===== src/hw/fetch_config.svh =====
// fetch unit configuration
// reset vector, AXI id width and the idle instruction word

`ifndef FETCH_CONFIG_SVH
`define FETCH_CONFIG_SVH

// byte address, bit 0 must be zero
`define FETCH_RESET_PC 32'h0000_0100

`define FETCH_AXI_ID_W 4

`define FETCH_NOP 32'h0000_0013  // addi x0, x0, 0

`endif


===== src/hw/fetch_pkg.sv =====
// fetch unit types
// parcel view union for jump predecode and the memory controller FSM states

package fetch_pkg;

  // 32-bit J-type view, JAL lives here
  typedef struct packed {
    logic       imm20;
    logic [9:0] imm10_1;
    logic       imm11;
    logic [7:0] imm19_12;
    logic [4:0] rd;
    logic [6:0] opcode;
  } j_view_t;

  // compressed CJ view, C.J and C.JAL
  typedef struct packed {
    logic [15:0] upper;   // ignored for 16-bit parcels
    logic [2:0]  funct3;
    logic [10:0] jimm;    // inst[12:2]
    logic [1:0]  op;
  } cj_view_t;

  typedef union packed {
    j_view_t  j;
    cj_view_t cj;
  } parcel_t;

  typedef enum logic [1:0] {
    mem_req,   // waiting for the AR handshake
    mem_wait,  // response outstanding
    mem_hold   // line buffered for the sequencer
  } mem_state_e;

endpackage


===== src/hw/line_fetch_if.sv =====
// line handoff between the AXI read engine and the instruction sequencer

`timescale 1ns/1ps

interface line_fetch_if;
  logic        redirect;     // drop buffer, refetch at redirect_pc
  logic [31:1] redirect_pc;
  logic        line_valid;
  logic [63:0] line;
  logic [31:3] line_addr;
  logic        line_take;    // sequencer is done with this line

  modport mem (
    input  redirect, redirect_pc, line_take,
    output line_valid, line, line_addr
  );

  modport seq (
    output redirect, redirect_pc, line_take,
    input  line_valid, line, line_addr
  );
endinterface


===== src/hw/jump_predecode.sv =====
// direct jump predecoder for one instruction parcel
// flags JAL, C.J and C.JAL and builds the sign-extended pc offset

`timescale 1ns/1ps

module jump_predecode import fetch_pkg::*; (
  input  parcel_t     parcel,
  output logic        is_comp,
  output logic        is_jump,
  output logic [31:1] offset
);

  logic        jal;
  logic        cj;
  logic [31:1] j_offset;
  logic [31:1] cj_offset;

  assign is_comp = (parcel.cj.op != 2'b11);

  assign jal = !is_comp && (parcel.j.opcode == 7'b110_1111);

  // C.J is funct3 101, C.JAL is 001 on RV32
  assign cj = (parcel.cj.op == 2'b01) &&
              ((parcel.cj.funct3 == 3'b101) || (parcel.cj.funct3 == 3'b001));

  assign is_jump = jal || cj;

  assign j_offset = {
    {11{parcel.j.imm20}},
    parcel.j.imm20,
    parcel.j.imm19_12,
    parcel.j.imm11,
    parcel.j.imm10_1
  };

  // offset[11|4|9:8|10|6|7|3:1|5] scrambled into inst[12:2]
  assign cj_offset = {
    {20{parcel.cj.jimm[10]}},
    parcel.cj.jimm[10],
    parcel.cj.jimm[6],
    parcel.cj.jimm[8:7],
    parcel.cj.jimm[4],
    parcel.cj.jimm[5],
    parcel.cj.jimm[0],
    parcel.cj.jimm[9],
    parcel.cj.jimm[3:1]
  };

  assign offset = is_comp ? cj_offset : j_offset;

endmodule


===== src/hw/fetch_mem_ctrl.sv =====
// instruction fetch AXI read engine
// one 64-bit line per request, one line buffer, stale responses dropped

`timescale 1ns/1ps
`include "fetch_config.svh"

module fetch_mem_ctrl import fetch_pkg::*; (
  input  logic                        clk,
  input  logic                        rst_n,
  line_fetch_if.mem                   lf,
  output logic [`FETCH_AXI_ID_W-1:0] arid,
  output logic [31:0]                 araddr,
  output logic                        arvalid,
  output logic                        rready,
  input  logic                        arready,
  input  logic [`FETCH_AXI_ID_W-1:0] rid,
  input  logic [63:0]                 rdata,
  input  logic                        rlast,
  input  logic                        rvalid
);

  localparam logic [31:0] reset_pc = `FETCH_RESET_PC;

  mem_state_e  state;
  logic [31:3] next_addr;   // line to fetch on the next request
  logic [31:3] ar_addr;
  logic [31:3] issue_addr;
  logic        drop;        // outstanding response is stale
  logic        r_done;
  logic [63:0] line_q;
  logic [31:3] line_addr_q;

  // a redirect in the issue cycle goes straight onto the bus
  assign issue_addr = lf.redirect ? lf.redirect_pc[31:3] : next_addr;
  assign r_done     = rvalid && rready && rlast;

  assign araddr        = {ar_addr, 3'b000};
  assign rready        = (state == mem_wait);
  assign lf.line_valid = (state == mem_hold);
  assign lf.line       = line_q;
  assign lf.line_addr  = line_addr_q;

  always_ff @(posedge clk or negedge rst_n) begin
    if (!rst_n) begin
      state     <= mem_req;
      arvalid   <= 1'b0;
      arid      <= '0;
      drop      <= 1'b0;
      next_addr <= reset_pc[31:3];
    end else begin
      unique case (state)
        mem_req: begin
          if (!arvalid) begin
            arvalid <= 1'b1;
            arid    <= arid + 1'b1;  // fresh tag per request
          end else if (arready) begin
            arvalid <= 1'b0;
            state   <= mem_wait;
          end
        end
        mem_wait: begin
          if (r_done) begin
            state <= (drop || lf.redirect) ? mem_req : mem_hold;
          end
        end
        mem_hold: begin
          if (lf.redirect || lf.line_take) begin
            state <= mem_req;
          end
        end
        default: state <= mem_req;
      endcase

      // redirect wins over line_take
      if (lf.redirect) begin
        next_addr <= lf.redirect_pc[31:3];
      end else if ((state == mem_hold) && lf.line_take) begin
        next_addr <= line_addr_q + 1'b1;
      end

      if ((state == mem_wait) && r_done) begin
        drop <= 1'b0;
      end else if (lf.redirect && (arvalid || (state == mem_wait))) begin
        drop <= 1'b1;  // request already committed on the bus
      end
    end
  end

  always_ff @(posedge clk) begin
    if ((state == mem_req) && !arvalid) begin
      ar_addr <= issue_addr;
    end
    if ((state == mem_wait) && r_done) begin
      line_q      <= rdata;
      line_addr_q <= ar_addr;
    end
  end

  ar_stable: assert property (@(posedge clk) disable iff (!rst_n)
    arvalid && !arready |=> arvalid && $stable(araddr));

  // single outstanding read, response must carry its tag
  r_expected: assert property (@(posedge clk) disable iff (!rst_n)
    rvalid |-> (state == mem_wait) && (rid == arid));

endmodule


===== src/hw/fetch_sequencer.sv =====
// instruction sequencer
// walks a fetched line in program order, one instruction per cycle to decode

`timescale 1ns/1ps
`include "fetch_config.svh"

module fetch_sequencer import fetch_pkg::*; (
  input  logic        clk,
  input  logic        rst_n,
  input  logic        pc_update,
  input  logic [31:1] pc_in,
  line_fetch_if.seq   lf,
  output logic [31:0] instr_d0,
  output logic [31:1] pc_d0,
  output logic        comp_d0,
  output logic        instr_valid_d0,
  output logic        illegal_d0
);

  localparam logic [31:0] reset_pc = `FETCH_RESET_PC;

  logic [31:1] pc;
  logic        halted;      // set after a line-crossing 32-bit parcel
  parcel_t     parcel [4];
  logic [3:0]  is_comp;
  logic [3:0]  is_jump;
  logic [31:1] offset [4];
  logic [1:0]  sel;
  parcel_t     sel_parcel;
  logic [31:0] sel_instr;
  logic        sel_comp;
  logic        line_hit;
  logic        step;
  logic        illegal;
  logic        take_jump;
  logic [31:1] next_pc;
  logic [31:1] jump_pc;

  // parcel k starts at halfword k, the last one has no upper half
  assign parcel[0] = lf.line[31:0];
  assign parcel[1] = lf.line[47:16];
  assign parcel[2] = lf.line[63:32];
  assign parcel[3] = {16'h0000, lf.line[63:48]};

  for (genvar i = 0; i < 4; i++) begin : g_predec
    jump_predecode u_predec (
      .parcel  (parcel[i]),
      .is_comp (is_comp[i]),
      .is_jump (is_jump[i]),
      .offset  (offset[i])
    );
  end

  assign sel        = pc[2:1];
  assign sel_parcel = parcel[sel];
  assign sel_comp   = is_comp[sel];
  assign sel_instr  = sel_comp ? {16'h0000, sel_parcel[15:0]} : sel_parcel;

  assign line_hit  = lf.line_valid && (lf.line_addr == pc[31:3]);
  assign step      = line_hit && !halted && !pc_update;
  assign illegal   = !sel_comp && (sel == 2'd3);
  assign take_jump = step && is_jump[sel] && !illegal;

  assign next_pc = pc + (sel_comp ? 31'd1 : 31'd2);
  assign jump_pc = pc + offset[sel];

  assign lf.redirect    = pc_update || take_jump;
  assign lf.redirect_pc = pc_update ? pc_in : jump_pc;
  assign lf.line_take   = step && !take_jump && !illegal && (next_pc[31:3] != pc[31:3]);

  always_ff @(posedge clk or negedge rst_n) begin
    if (!rst_n) begin
      pc     <= reset_pc[31:1];
      halted <= 1'b0;
    end else if (pc_update) begin
      pc     <= pc_in;
      halted <= 1'b0;
    end else if (step) begin
      if (illegal) begin
        halted <= 1'b1;  // wait for pc_update
      end else if (take_jump) begin
        pc <= jump_pc;
      end else begin
        pc <= next_pc;
      end
    end
  end

  always_ff @(posedge clk or negedge rst_n) begin
    if (!rst_n) begin
      instr_valid_d0 <= 1'b0;
      illegal_d0     <= 1'b0;
      comp_d0        <= 1'b0;
      instr_d0       <= `FETCH_NOP;
    end else begin
      instr_valid_d0 <= step;
      illegal_d0     <= step && illegal;
      comp_d0        <= step && sel_comp;
      instr_d0       <= step ? sel_instr : `FETCH_NOP;
    end
  end

  always_ff @(posedge clk) begin
    if (step) pc_d0 <= pc;
  end

  flush_bubble: assert property (@(posedge clk) disable iff (!rst_n)
    pc_update |=> !instr_valid_d0);

  take_needs_line: assert property (@(posedge clk) disable iff (!rst_n)
    lf.line_take |-> lf.line_valid);

endmodule


===== src/hw/fetch_unit.sv =====
// instruction fetch unit top
// AXI4 read master plus line sequencer, constant AR attributes tied here

`timescale 1ns/1ps
`include "fetch_config.svh"

module fetch_unit (
  input  logic                        clk,
  input  logic                        rst_n,
  input  logic                        pc_update,
  input  logic [31:1]                 pc_in,
  output logic [31:0]                 instr_d0,
  output logic [31:1]                 pc_d0,
  output logic                        comp_d0,
  output logic                        instr_valid_d0,
  output logic                        illegal_d0,
  // AR channel
  output logic [`FETCH_AXI_ID_W-1:0] axi_arid,
  output logic [31:0]                 axi_araddr,
  output logic [7:0]                  axi_arlen,
  output logic [2:0]                  axi_arsize,
  output logic [1:0]                  axi_arburst,
  output logic [3:0]                  axi_arcache,
  output logic [2:0]                  axi_arprot,
  output logic                        axi_arvalid,
  input  logic                        axi_arready,
  // R channel, rresp is not checked
  input  logic [`FETCH_AXI_ID_W-1:0] axi_rid,
  input  logic [63:0]                 axi_rdata,
  input  logic [1:0]                  axi_rresp,
  input  logic                        axi_rlast,
  input  logic                        axi_rvalid,
  output logic                        axi_rready
);

  line_fetch_if lf_if ();

  assign axi_arlen   = 8'd0;     // single beat
  assign axi_arsize  = 3'd3;     // 8 bytes
  assign axi_arburst = 2'b01;    // INCR
  assign axi_arcache = 4'b0010;  // normal non-cacheable
  assign axi_arprot  = 3'b100;   // instruction, secure, unprivileged

  fetch_mem_ctrl u_mem_ctrl (
    .clk     (clk),
    .rst_n   (rst_n),
    .lf      (lf_if.mem),
    .arid    (axi_arid),
    .araddr  (axi_araddr),
    .arvalid (axi_arvalid),
    .rready  (axi_rready),
    .arready (axi_arready),
    .rid     (axi_rid),
    .rdata   (axi_rdata),
    .rlast   (axi_rlast),
    .rvalid  (axi_rvalid)
  );

  fetch_sequencer u_sequencer (
    .clk            (clk),
    .rst_n          (rst_n),
    .pc_update      (pc_update),
    .pc_in          (pc_in),
    .lf             (lf_if.seq),
    .instr_d0       (instr_d0),
    .pc_d0          (pc_d0),
    .comp_d0        (comp_d0),
    .instr_valid_d0 (instr_valid_d0),
    .illegal_d0     (illegal_d0)
  );

endmodule


===== config.mk =====
export PLATFORM = sky130hd
export DESIGN_NAME = fetch_unit
export DESIGN_NICKNAME = d
export VERILOG_FILES = /design/src/hw/fetch_pkg.sv /design/src/hw/line_fetch_if.sv /design/src/hw/jump_predecode.sv /design/src/hw/fetch_mem_ctrl.sv /design/src/hw/fetch_sequencer.sv /design/src/hw/fetch_unit.sv
export VERILOG_INCLUDE_DIRS = /design/src /design/src/hw
export SDC_FILE = /design/constraint.sdc
export NUM_CORES = 1
export LEC_CHECK = 0
export BUFFER_PORTS_ARGS = -buffer_cell sky130_fd_sc_hd__buf_2
export CORE_ASPECT_RATIO = 1.75
export CORE_MARGIN = 2
export CORE_UTILIZATION = 50
export DETAILED_ROUTE_END_ITERATION = 16
export HOLD_SLACK_MARGIN = 0.15
export PLACE_DENSITY = 0.68
export SYNTH_ARGS = -nofsm -noshare
export SYNTH_HDL_FRONTEND = slang
export SYNTH_SLANG_ARGS = --single-unit

===== constraint.sdc =====
create_clock -name clk -period 14.5 [get_ports clk]
set_clock_uncertainty 0.1 [all_clocks]
set_input_delay 0.725 -clock clk [delete_from_list [all_inputs] [get_ports clk]]
set_output_delay 0.725 -clock clk [all_outputs]
set_load 0.005 [all_outputs]

# After elaboration in Yosys (flattened, before gate mapping)
# Cells that the tools add are included.
totals:
  elab_cells: 147
  ram_bits: 0
  mem_bits_ro: 0
  in_bits: 107
  output_inout_bits: 124
  regBits: 257
  n_memories: 0
  latch_bits: 0
op_classes:
  mul: 0
  n_div: 0
  n_bitwise: 2
  order_cmp: 2
  mux: 38
  n_addsub: 4
  n_shift: 0
  eq_ne: 30
  n_reduce_logical: 56
op_table:
  columns: ["cell", "count"]
  rows:
  - ["31-bit 2-to-1 mux", 11]
  - ["32-bit 2-to-1 mux", 4]
  - ["29-bit 2-to-1 mux", 3]
  - ["32-bit binary-select mux with 2-bit select", 1]
  - ["31-bit adder", 2]
  - ["31-bit binary-select mux with 2-bit select", 1]
  - ["29-bit by 1-bit adder with 29-bit output (second input constant)", 1]
  - ["29-bit == test", 1]
  - ["29-bit inequality test", 1]
  - ["7-bit == test (second input constant)", 4]
  - ["1-bit logical AND", 25]
  - ["2-bit inequality test (second input constant)", 8]
  - ["3-bit by 1-bit == test with 1-bit output (second input constant)", 4]
  - ["3-bit == test (second input constant)", 4]
  - ["1-bit logical OR", 12]
  - ["2-bit 2-to-1 mux", 6]
  - ["2-bit by 1-bit == test with 1-bit output (second input constant)", 5]
  - ["1-bit zero test", 10]
  - ["1-bit 2-to-1 mux", 9]
  - ["2-bit nonzero test", 4]
  - ["2-bit case mux with 3 select lines", 1]
  - ["2-bit AND reduction", 3]
  - ["4-bit by 1-bit adder with 4-bit output (second input constant)", 1]
  - ["1-bit binary-select mux with 2-bit select", 2]
  - ["other kinds (8)", 9]

# Logic depth before layout (Yosys ltp)
# Gate-level depths: netlist of the first run.
logic_depth:
  depth_word: 15
  ltp_mapped: 17
  ltp_nobuf: 15

# By module
# Synthesis of the first run repeated with hierarchy kept, for this count alone.
hier_totals:
  cells_unflattened: 1477
  hier_area_um2: 16094.2
modules_own_cells:
  columns: ["mod", "cells_per_inst", "seq_area_each_um2", "instances", "area_per_inst_um2"]
  rows:
  - ["fetch_sequencer", 870, 2612.5, 1, 8219.1]
  - ["fetch_mem_ctrl", 429, 4590.7, 1, 6206.0]
  - ["jump_predecode", 39, 0.0, 4, 377.9]
  - ["fetch_unit", 22, 0.0, 1, 157.7]

# Worst setup path after synthesis of the first run
# No wires, ideal clock.
synth_timing:
  path_kind: "register to register"
  from: "register u_sequencer.pc[1] (netlist bit)"
  to: "register u_mem_ctrl.ar_addr[25] (netlist bit), data pin"
  setup_time_ns: 0.267
  setup_slack_ns: 9.848
  arrival_ns: 4.285
  stages_incl_launch_ff: 18
  synth_period_minus_slack_ns: 4.652
  required_ns: 14.133
  path_cell_list: "dfrtp_1 > clkbuf_1 > clkbuf_1 > buf_1 > clkbuf_1 > a21oi_1 > a21oi_1 > o32ai_1 > ha_1 > fa_1 > a211oi_1 > o211ai_1 > nand2_1 > a21oi_1 > or2_2 > o41ai_1 > mux2i_1 > nand3_1"
synth_between:
  elab_chain_cells: 8
synth_lines:
  columns: ["element", "line", "rtl"]
  rows:
  - ["start: declaration", "fetch_sequencer.sv:22", "logic [31:1] pc;"]
  - ["start signal: assignment", "fetch_sequencer.sv:73", "pc <= reset_pc[31:1];"]
  - ["start signal: assignment", "fetch_sequencer.sv:76", "pc <= pc_in;"]
  - ["start signal: assignment", "fetch_sequencer.sv:82", "pc <= jump_pc;"]
  - ["branches (longest 7 deep; another with 31-bit adder)", null, null]
  - ["29-bit 2-to-1 mux *", "fetch_mem_ctrl.sv:34", "assign issue_addr = lf.redirect ? lf.redirect_pc[31:3] : next_addr;"]
  - ["named net u_mem_ctrl.issue_addr (one bit)", "fetch_mem_ctrl.sv:27", "logic [31:3] issue_addr;"]
  - ["end signal: assignment", "fetch_mem_ctrl.sv:91", "ar_addr <= issue_addr;"]
  - ["end: declaration", "fetch_mem_ctrl.sv:26", "logic [31:3] ar_addr;"]
# Mark *: on every way through the listed nets, which the timed path passes. The select of a mux whose other input is x is not followed.
# A chain may end at the register's enable or synchronous reset.

# Worst setup path in the final report of the first run
layout_timing:
  from: "register u_sequencer.pc[2] (netlist bit)"
  to: "register u_sequencer.pc[26] (netlist bit)"
layout_between:
  elab_chain_cells: 10
layout_lines:
  columns: ["element"]
  rows:
  - ["branches (longest 10 deep; another with 31-bit adder)"]
# Several ways; the timed one is not identified. The select of a mux whose other input is x is not followed.

==> impl_metrics.csv, run 1 <==
group,metric,value,unit
placement,io_buffers,201,
setup_path,cp_num_buf_inv,2,
synth,avgSynthCellArea,10.30,sq um
setup_path,required,14780,ps
hold_path,worst_hold_path.num_cells,1,
layout,layout.nets,1702,
pwr,powerDensity,134.1,nW/um^2
routing,drc,0,
hold_path,min_path_type,"input pin to flop",
synth,ys_ff_latch,257,
clocking,cts_tree,"built",
clocking,cts_inserted_buffers,25,
floorplan,ios,231,
clocking,clock_latency,550,ps
routing,postRouteAntennaNets,0,
floorplan,core,28420,sq um
floorplan,rows,82,
clocking,root_buffer,"clkbuf_16",
synth,synth-adder-area-share,3.109,%
setup_path,timing.rr.start,"u_sequencer.pc[2]$_DFFE_PN0P_",
synth,yosysWarnings,0,
setup_path,start_kind,"flop",
synth,synthCells,1391,
setup_path,cp_top_family,"compound AO/OA/AOI/OAI gates",
synth,synth_top_area_share,32.07,%
routing,routed_wl,43270,um
pwr,fin_total_pwr,2.206,mW
layout,area_delta_synth_final,14.82,%
setup_path,cp_slowest_stage_delay,1070,ps
synth,yosysUniqueCellTypes,76,
clocking,clock-sinks,257,
setup_path,rrSetupSlack,9060,ps
layout,fin_util,57.88,%
synth,yosysTopAreaCell,"edfxtp_1",
synth,synth.most_common_cell,"edfxtp_1",
routing,vias,11840,
pwr,leakage,6.722,nW
timing,whs,244.9,ps
synth,synthTopCellsByCount,"edfxtp_1, nand2_1, nor2_1, a21oi_1, dfrtp_1",
synth,muxShareOfSynthArea,4.786,%
hold_path,hold_path_startpoint,"axi_rdata[37]",
synth,syn-cell-area,14320,sq um
routing,vias_per_cell,6.055,
layout,drive_above_1_share,19.58,%
setup_path,slowest_stage,"dfrtp_2",
routing,dr.pass1.iters,5,
synth,seq_area_frac_synth,50.28,%
floorplan,die_w,132.0,um
synth,synth-simple-area-share,16.47,%
setup_path,worstPathArrival,5720,ps
status,status,"finished clean",
global_routing,first_global_vias,11510,
global_routing,grt_pass1_wl,66030,um
placement,place_congestion,1.010,
synth,async_reset_ff_share,40.47,%
placement,dp_hpwl,31980,um
timing,setup_tns,0,ps
clocking,htreeDepth,1,
routing,initialDrtViolationCount,729,
setup_path,end_kind,"flop",
timing,fmax,0.1837,GHz
setup_path,reg2reg_depth,14,
layout,finalInstanceArea,16450,sq um
hold_path,hold_end,"u_mem_ctrl.lf.line[37]$_DFFE_PP_",
timing,relSlewSlack,28.90,%
synth,synth_enable_flop_cells,153,
synth,synth_compound_area_share,16.31,%
setup_path,crit_type,"flop to flop",
synth,ys_top_cells_by_area,"edfxtp_1, dfrtp_1, nand2_1",
clocking,clk_pin_slew,70,ps
global_routing,antenna_found_initial,1,
timing,finalHoldViolations,0,
timing,rsz0062_at_grt,"false",
timing,setup_ws,9057,ps
global_routing,grt_max_degree,71,
global_routing,grt_overflow,0,
layout,num_antenna_cells,0,
synth,synth-xor-area-share,4.830,%
setup_path,path_cells,"inv_1, a21oi_1, nand2_1, o22a_1, inv_1, ha_1, nand3_1, nor2_1, nand2_1, a211oi_1, o211a_1, o21ai_0, a32oi_1, o311ai_0",
clocking,cts_buffer_depth,3,
global_routing,grt_use_total,28.41,%
timing,tightestPinTransition,1057,ps
timing,min_period,5443,ps
timing,setup_viol,0,
floorplan,dieArea,30070,sq um
synth,synthFlopType,"edfxtp_1",
placement,dp_slack,9196,ps
timing,post-route-period-util,37.54,%
setup_path,cp_max_fo,51,
placement,dp.cells,1910,
placement,postPlaceCellArea,15550,sq um
layout,stdcell_count,1956,
routing,wl_per_cell,22.12,um
job,maxCapViolCount,0,
floorplan,initial_core_util,50.41,%
timing,finalMaxSlewViolations,0,
synth,synth_top_family_by_area,"simple AND/OR/NAND/NOR gates",
pwr,ir_drop,0.1175,mV
floorplan,die_h,227.9,um
setup_path,r2r-end,"u_sequencer.pc[26]$_DFFE_PN0P_",
flip-flops by register name, indices dropped and copies added (netlist names), 2 cells and up:
signal / flops
u_mem_ctrl.ar_addr: 29
u_mem_ctrl.arid: 4
u_mem_ctrl.lf.line: 64
u_mem_ctrl.lf.line_addr: 29
u_mem_ctrl.next_addr: 29
u_mem_ctrl.state: 2
u_sequencer.instr_d0: 32
u_sequencer.pc: 31
u_sequencer.pc_d0: 31
what timing repair did:
action	in CTS	in global routing
gates resized for setup	0	0
hold buffers	1	0
buffers inserted	0	0
endpoints found under the hold margin	31	0
power by group:
group	switching [mW]	internal [mW]	leakage (nW)	total [mW]
registers	0.104	0.881	2.68	0.985
logic	0.304	0.217	3.60	0.521
clock network	0.291	0.409	0.437	0.700
total	0.699	1.51	6.72	2.21
logic make-up (layout without fill, tap and decap cells):
kind of cell               count (synthesis)  after routing
adders and majority gates                 35             35
buffers and inverters                    128            294
muxes                                     47             47
AOI/OAI and AO/OA                        365            365
and+or+nand+nor                          478            478
DFF                                      257            257
other                                      2             23
xor gates and xnor gates                  79             79
layout by cell type, fill, tap and decap left out, types with 9 or more instances in the layout:
| cell type | netlist | final |
|---|---|---|
| buf_2 | 14 | 200 |
| a21oi_1 | 103 | 103 |
| nand4_1 | 29 | 29 |
| inv_1 | 32 | 31 |
| a31oi_1 | 32 | 31 |
| mux4_2 | 16 | 16 |
| edfxtp_1 | 153 | 153 |
| buf_4 | 26 | 16 |
| ha_1 | 34 | 34 |
| o22ai_1 | 19 | 19 |
| a21o_1 | 23 | 23 |
| o211ai_1 | 10 | 10 |
| o32ai_1 | 11 | 11 |
| nor4_1 | 9 | 9 |
| xnor2_1 | 54 | 54 |
| xor2_1 | 25 | 25 |
| and3_1 | 22 | 22 |
| dfrtp_1 | 99 | 97 |
| a211oi_1 | 19 | 19 |
| and2_1 | 9 | 9 |
| nand2_1 | 142 | 142 |
| nor2_1 | 111 | 111 |
| conb_1 | 2 | 23 |
| mux2i_1 | 19 | 19 |
| clkbuf_16 | 0 | 28 |
| nor2b_1 | 26 | 26 |
| mux2_2 | 12 | 12 |
| a22oi_1 | 14 | 14 |
| o21ai_0 | 69 | 69 |
| nor3_1 | 19 | 18 |
| nand3_1 | 57 | 57 |
worst max-delay path by stage:
stage	from	to	cells after the start
floorplan	u_sequencer.pc[1]$_DFFE_PN0P_	u_mem_ctrl.ar_addr[25]$_DFFE_PP_	17
global placement	u_sequencer.pc[2]$_DFFE_PN0P_	u_sequencer.pc[26]$_DFFE_PN0P_	14
detailed placement	u_sequencer.pc[2]$_DFFE_PN0P_	u_sequencer.pc[26]$_DFFE_PN0P_	14
CTS	u_sequencer.pc[2]$_DFFE_PN0P_	u_sequencer.pc[26]$_DFFE_PN0P_	14
global route	u_sequencer.pc[2]$_DFFE_PN0P_	u_mem_ctrl.next_addr[28]$_DFFE_PN0P_	14
finish	u_sequencer.pc[2]$_DFFE_PN0P_	u_sequencer.pc[26]$_DFFE_PN0P_	14
worst register-to-register path, stage by stage (launching register included):
cell      delay, ps
dfrtp_2        1070
inv_1           330
a21oi_1         380
nand2_1         230
o22a_1          290
inv_1           330
ha_1            280
nand3_1         130
nor2_1          210
nand2_1         110
a211oi_1        850
o211a_1         240
o21ai_0          70
a32oi_1         440
o311ai_0        220
area by class of cell:
class | instances | area (sq um)
fill | 2490 | 11970
sequential | 257 | 7208
multi-input combinational | 1027 | 6625
timing repair buffer | 217 | 1131
clock buffer | 29 | 714.4
tap | 378 | 473.0
clock inverter | 16 | 175.2
inverter | 32 | 121.4
metal layers:
layer  share of wire [%]  vias up  routed length (um)  track usage [%]
met5               0.037        -                  16                0
met4                 7.3        2                3140            18.82
met3                 5.7      147                2468            3.267
met2                  51      548               22250            49.98
met1                  36     5679               15400            32.30
li1                    -     5468                   -                -
Note: power is estimated with default switching activity, not from simulation.
==> run 2: changes to the inputs <==
==> constraint.sdc (replaced) <==
create_clock -name clk -period 5.3 [get_ports clk]
set_clock_uncertainty 0.1 [all_clocks]
set_input_delay 0.265 -clock clk [delete_from_list [all_inputs] [get_ports clk]]
set_output_delay 0.265 -clock clk [all_outputs]
set_load 0.005 [all_outputs]
==> run 2 against run 1 <==
Critical path depth decreased by 1. Maximum frequency increased by 16%. Largest power group unchanged. Die area is the same. Sequential share of layout area fell by 2.7 points. Clock power grew to 2.6 times the previous value. Final cell count up 6.0%. Critical path type unchanged. Non-clock buffer count is 119 higher. Worst setup slack got worse by 8500 ps. First-iteration DRC count grew 10%.
==> impl_metrics.csv, run 2 (same netlist as run 1, synthesis figures left out) <==
group,metric,value,unit
setup_path,end_kind,"flop",
setup_path,crit_type,"flop to flop",
setup_path,r2r-end,"u_mem_ctrl.ar_addr[25]$_DFFE_PP_",
routing,wl_per_cell,21.88,um
pwr,leakage,7.198,nW
setup_path,rrSetupSlack,600,ps
floorplan,dieArea,30070,sq um
timing,setup_viol,0,
clocking,cts_buffer_depth,3,
routing,postRouteAntennaNets,0,
layout,largest_reg_flops,64,
routing,vias,12370,
clocking,root_buffer,"clkbuf_16",
layout,num_antenna_cells,0,
floorplan,initial_core_util,50.41,%
placement,dp_slack,705.9,ps
placement,place_congestion,0.9813,
setup_path,slowest_stage,"dfrtp_4",
timing,post-route-period-util,88.61,%
routing,dr.pass1.iters,7,
setup_path,critPathLaunch,"u_sequencer.pc[1]$_DFFE_PN0P_",
floorplan,die_w,132.0,um
placement,postPlaceCellArea,15730,sq um
global_routing,grt_pass1_wl,68960,um
setup_path,timing.rr.start,"u_sequencer.pc[1]$_DFFE_PN0P_",
setup_path,cp_max_fo,31,
status,status,"finished clean",
layout,layout.nets,1820,
timing,relSlewSlack,23.59,%
layout,area_delta_synth_final,22.40,%
pwr,fin_total_pwr,6.037,mW
setup_path,worstPathArrival,4880,ps
timing,fmax,0.2129,GHz
timing,finalMaxSlewViolations,0,
floorplan,core,28420,sq um
clocking,clock-sinks,257,
floorplan,die_h,227.9,um
clocking,cts_inserted_buffers,24,
global_routing,first_global_vias,12240,
routing,routed_wl,45370,um
clocking,cts_tree,"built",
clocking,cts_resized,0,
timing,tightestPinTransition,1145,ps
global_routing,grt_use_total,29.72,%
floorplan,rows,82,
clocking,htreeDepth,1,
global_routing,antenna_found_initial,0,
pwr,ir_drop,0.2447,mV
layout,drive_above_1_share,19.46,%
routing,drc,0,
timing,rsz0062_at_grt,"false",
timing,setup_tns,0,ps
hold_path,hold_end,"u_sequencer.pc[12]$_DFFE_PN0P_",
hold_path,min_path_type,"input pin to flop",
pwr,powerDensity,344.3,nW/um^2
global_routing,grt_max_degree,68,
timing,finalHoldViolations,0,
layout,finalInstanceArea,17530,sq um
setup_path,reg2reg_depth,13,
clocking,clk_pin_slew,70,ps
layout,layout_common_cells,"buf_2, edfxtp_1, nand2_1",
clocking,holdBufCountCts,97,
hold_path,worst_hold_path.num_cells,4,
setup_path,required,5490,ps
routing,initialDrtViolationCount,804,
timing,whs,175.7,ps
setup_path,start_kind,"flop",
timing,min_period,4697,ps
routing,vias_per_cell,5.962,
setup_path,cp_slowest_stage_delay,700,ps
global_routing,grt_overflow,0,
job,maxCapViolCount,0,
placement,io_buffers,201,
layout,layout_commonest_cell,"buf_2",
timing,setup_ws,603.5,ps
clocking,postCtsSetupRepairBufs,0,
setup_path,path_cells,"buf_4, buf_4, a211oi_1, o32ai_1, ha_1, o211ai_1, a21oi_1, nand2_1, a21oi_1, or2_2, o41ai_1, mux2i_1, nand3_1",
clocking,clock_latency,550,ps
hold_path,hold_path_startpoint,"pc_in[12]",
floorplan,ios,231,
placement,dp_hpwl,32420,um
==> run 2: through the flow <==
stage          util (%)  instances
6_report          61.69       2074
5_1_grt           61.69       2074
4_1_cts           61.69       2074
3_5_place_dp      55.36       1933
3_3_place_gp      55.36       1933
2_1_floorplan         -       1412
==> run 2: critical path: cells and delay by family, from the launching register on <==
family	cells	cell delay (ps)
and+or+nand+nor	3	660
adders and majority gates	1	390
muxes	1	380
AOI/OAI and AO/OA	6	1390
DFF	1	700
buffers and inverters	2	800
==> run 2: area by class of cell <==
class                   instances  area, sq um
clock inverters                13        150.1
well taps                     378        473.0
repair buffers                336         2277
fillers                      2396        10890
multi-input cells            1027         6625
clock buffers                  31        678.2
flip-flops and latches        257         7208
inverters                      32        121.4
==> run 2: how the worst max path moves through the flow <==
stage                                       endpoint  cells past startpoint
floorplan           u_mem_ctrl.ar_addr[25]$_DFFE_PP_                     17
global placement    u_mem_ctrl.ar_addr[25]$_DFFE_PP_                     13
detailed placement  u_mem_ctrl.ar_addr[25]$_DFFE_PP_                     13
CTS                 u_mem_ctrl.ar_addr[25]$_DFFE_PP_                     13
global route        u_mem_ctrl.ar_addr[25]$_DFFE_PP_                     13
finish              u_mem_ctrl.ar_addr[25]$_DFFE_PP_                     13
==> run 2: where the power goes <==
group          internal (mW)  switching (mW)  leakage [nW]
sequential              2.41           0.268          2.68
combinational          0.661           0.881          4.11
clock                   1.05           0.765         0.400
==> run 2: per-layer routing <==
| metal | wire length (um) | global-route usage, % | vias to the layer above |
|---|---|---|---|
| li1 | - | - | 5713 |
| met1 | 16140 | 32.94 | 5954 |
| met2 | 23750 | 54.12 | 547 |
| met3 | 2359 | 2.867 | 151 |
| met4 | 3123 | 18.61 | 0 |
| met5 | 0 | 0 | - |
==> run 3: changes to the inputs <==
--- a/config.mk
+++ b/config.mk
@@ -7,7 +7,7 @@
 export NUM_CORES = 1
 export LEC_CHECK = 0
 export BUFFER_PORTS_ARGS = -buffer_cell sky130_fd_sc_hd__buf_2
-export CORE_ASPECT_RATIO = 1.75
+export CORE_ASPECT_RATIO = 1.2
 export CORE_MARGIN = 2
 export CORE_UTILIZATION = 50
 export DETAILED_ROUTE_END_ITERATION = 16
==> run 3 against run 2 <==
Routed wire length decreased by 2.6%. Largest power group unchanged. Maximum frequency increased by 0.79%. Largest cell class unchanged. Sequential power is essentially flat. Die area down 0.16%. Combinational power fell by 3%. Non-clock buffer count shrank 8. Count of clock-buffer cells in the layout grew 6. Via count fell by 1.1%. Worst hold slack better by 20 ps. First-iteration DRC count increased by 58%. Core utilization rose by 0.63 points.
==> impl_metrics.csv, run 3 (same netlist as run 1, synthesis figures left out) <==
group,metric,value,unit
pwr,p_sw,1.915,mW
routing,drc,0,
pwr,internal_power,4.135,mW
global_routing,first_global_vias,11810,
clocking,clk_pin_slew,70,ps
pwr,combPwrFrac,24.7,%
layout,drive_above_1_share,18.95,%
setup_path,crit_type,"flop to flop",
layout,layout.nets,1815,
global_routing,antenna_found_initial,0,
layout,layout_commonest_cell,"buf_2",
floorplan,die_w,158.5,um
setup_path,critPathLaunch,"u_sequencer.pc[1]$_DFFE_PN0P_",
setup_path,end_kind,"flop",
timing,min_period,4660,ps
setup_path,cp_num_buf_inv,1,
global_routing,grt_use_total,29.42,%
setup_path,start_kind,"flop",
clocking,htreeDepth,1,
timing,finalHoldViolations,0,
clocking,cts_inserted_buffers,27,
routing,vias,12220,
layout,num_antenna_cells,0,
clocking,clock_latency,550,ps
pwr,leakage,7.183,nW
placement,place_congestion,0.9470,
routing,vias_per_cell,5.897,
pwr,p_sw_share,31.65,%
timing,setup_viol,0,
pwr,fin_total_pwr,6.050,mW
layout,area_delta_synth_final,22.18,%
setup_path,timing.rr.start,"u_sequencer.pc[1]$_DFFE_PN0P_",
floorplan,ios,231,
pwr,p_clk_share,31.0,%
clocking,cts_resized,0,
setup_path,cp_max_fo,53,
floorplan,die_h,189.4,um
floorplan,core,28080,sq um
setup_path,rrSetupSlack,640,ps
placement,io_buffers,201,
pwr,ir_drop,0.3418,mV
clocking,cts_tree,"built",
setup_path,cp_top_family,"compound AO/OA/AOI/OAI gates",
setup_path,required,5490,ps
routing,dr.pass1.iters,6,
setup_path,cp_slowest_stage_delay,730,ps
layout,largest_reg_flops,64,
setup_path,crit_end,"u_mem_ctrl.ar_addr[25]$_DFFE_PP_",
global_routing,grt_pass1_wl,67490,um
setup_path,cp.depth,12,
setup_path,r2r-end,"u_mem_ctrl.ar_addr[25]$_DFFE_PP_",
floorplan,rows,67,
timing,post-route-period-util,87.92,%
setup_path,cp_common_cell,"a21oi_1",
status,status,"finished clean",
setup_path,path_cells,"buf_4, a211oi_1, o32ai_1, ha_1, a21oi_1, o211ai_1, nand2_1, a21oi_1, or2_2, o41ai_1, mux2i_1, nand3_1",
placement,dp_hpwl,31210,um
layout,layout_common_cells,"buf_2, edfxtp_1, nand2_1",
timing,setup_tns,0,ps
clocking,root_buffer,"clkbuf_16",
timing,whs,195.4,ps
setup_path,slowest_stage,"dfrtp_4",
floorplan,initial_core_util,51.01,%
pwr,powerDensity,345.7,nW/um^2
setup_path,worstPathArrival,4840,ps
timing,relSlewSlack,34.43,%
timing,fmax,0.2146,GHz
timing,rsz0062_at_grt,"false",
routing,initialDrtViolationCount,1273,
timing,tightestPinTransition,983.6,ps
placement,dp.cells,1926,
global_routing,grt_max_degree,68,
pwr,seqPwrFrac,44.3,%
global_routing,grt_overflow,0,
timing,finalMaxSlewViolations,0,
job,maxCapViolCount,0,
setup_path,reg2reg_depth,12,
routing,wl_per_cell,21.31,um
floorplan,dieArea,30030,sq um
clocking,clock-sinks,257,
routing,routed_wl,44170,um
layout,stdcell_count,2073,
routing,postRouteAntennaNets,0,
clocking,cts_buffer_depth,3,
hold_path,min_path_type,"input pin to flop",
## run 3: cell count changes in the layout (fill, tap and decap cells not counted), sizes merged
cell / change
buf: -8
clkbuf: +6
clkinv: +3
clkinvlp: -3
bufinv: -1
inv: +1
## run 3: worst min-delay path by stage
stage               from  cells after the start  slack (ps)                              endpoint
2_1_floorplan      rst_n                      0        -130        u_mem_ctrl.arid[0]$_DFFE_PN0P_
3_3_place_gp       rst_n                      1         320    u_sequencer.instr_d0[18]$_DFF_PN0_
3_5_place_dp       rst_n                      1         320  u_sequencer.instr_valid_d0$_DFF_PN0_
4_1_cts        pc_in[28]                      4         160        u_sequencer.pc[28]$_DFFE_PN0P_
5_1_grt        pc_in[28]                      4         190        u_sequencer.pc[28]$_DFFE_PN0P_
6_report       pc_in[28]                      4         200  u_mem_ctrl.next_addr[28]$_DFFE_PN0P_
## run 3: repair_timing
item,4_1_cts,5_1_grt
endpoints found under the hold margin,191,0
hold buffers,97,0
buffers inserted,0,0
## run 3: layer usage
| layer | part of all wire [%] | GRT usage, % | vias to the layer above | wire [um] |
|---|---|---|---|---|
| li1 | - | - | 5710 | - |
| met1 | 41 | 38.61 | 5852 | 17900 |
| met2 | 49 | 49.16 | 541 | 21680 |
| met3 | 5.9 | 3.754 | 121 | 2600 |
| met4 | 4.5 | 12.30 | 0 | 1989 |
| met5 | 0 | 0 | - | 0 |
## run 3: per-stage QoR
stage               cell area [sq um]  setup WS, ps  utilization, %
finish                          17500         640.3           62.32
global route                    17500         391.5           62.32
CTS                             17500         754.9           62.32
detailed placement              15660         789.3           55.77
global placement                15660         832.4           55.77
floorplan                       14400         648.0               -
## run 3: layout make-up
type | instances | area [sq um]
fillers | 2260 | 10580
well taps | 379 | 474.2
multi-input cells | 1027 | 6625
clock buffers | 37 | 743.2
flip-flops and latches | 257 | 7208
repair buffers | 328 | 2205
inverters | 32 | 121.4
clock inverters | 13 | 125.1
## run 3: tightest hold or removal path, stage by stage
cell and delay, ps:
buf_2 70, a21oi_1 60, and3b_1 250, a31oi_1 150
## run 3: power by group through the flow
stage                     logic (mW)  registers (mW)  clock network (mW)
final                           1.50            2.68                1.87
after global routing            1.67            2.71                1.98
after CTS                       1.49            2.67                1.90
after detailed placement        1.43            2.71                   0
after global placement          1.41            2.70                   0
after floorplan                 1.04            2.61                   0
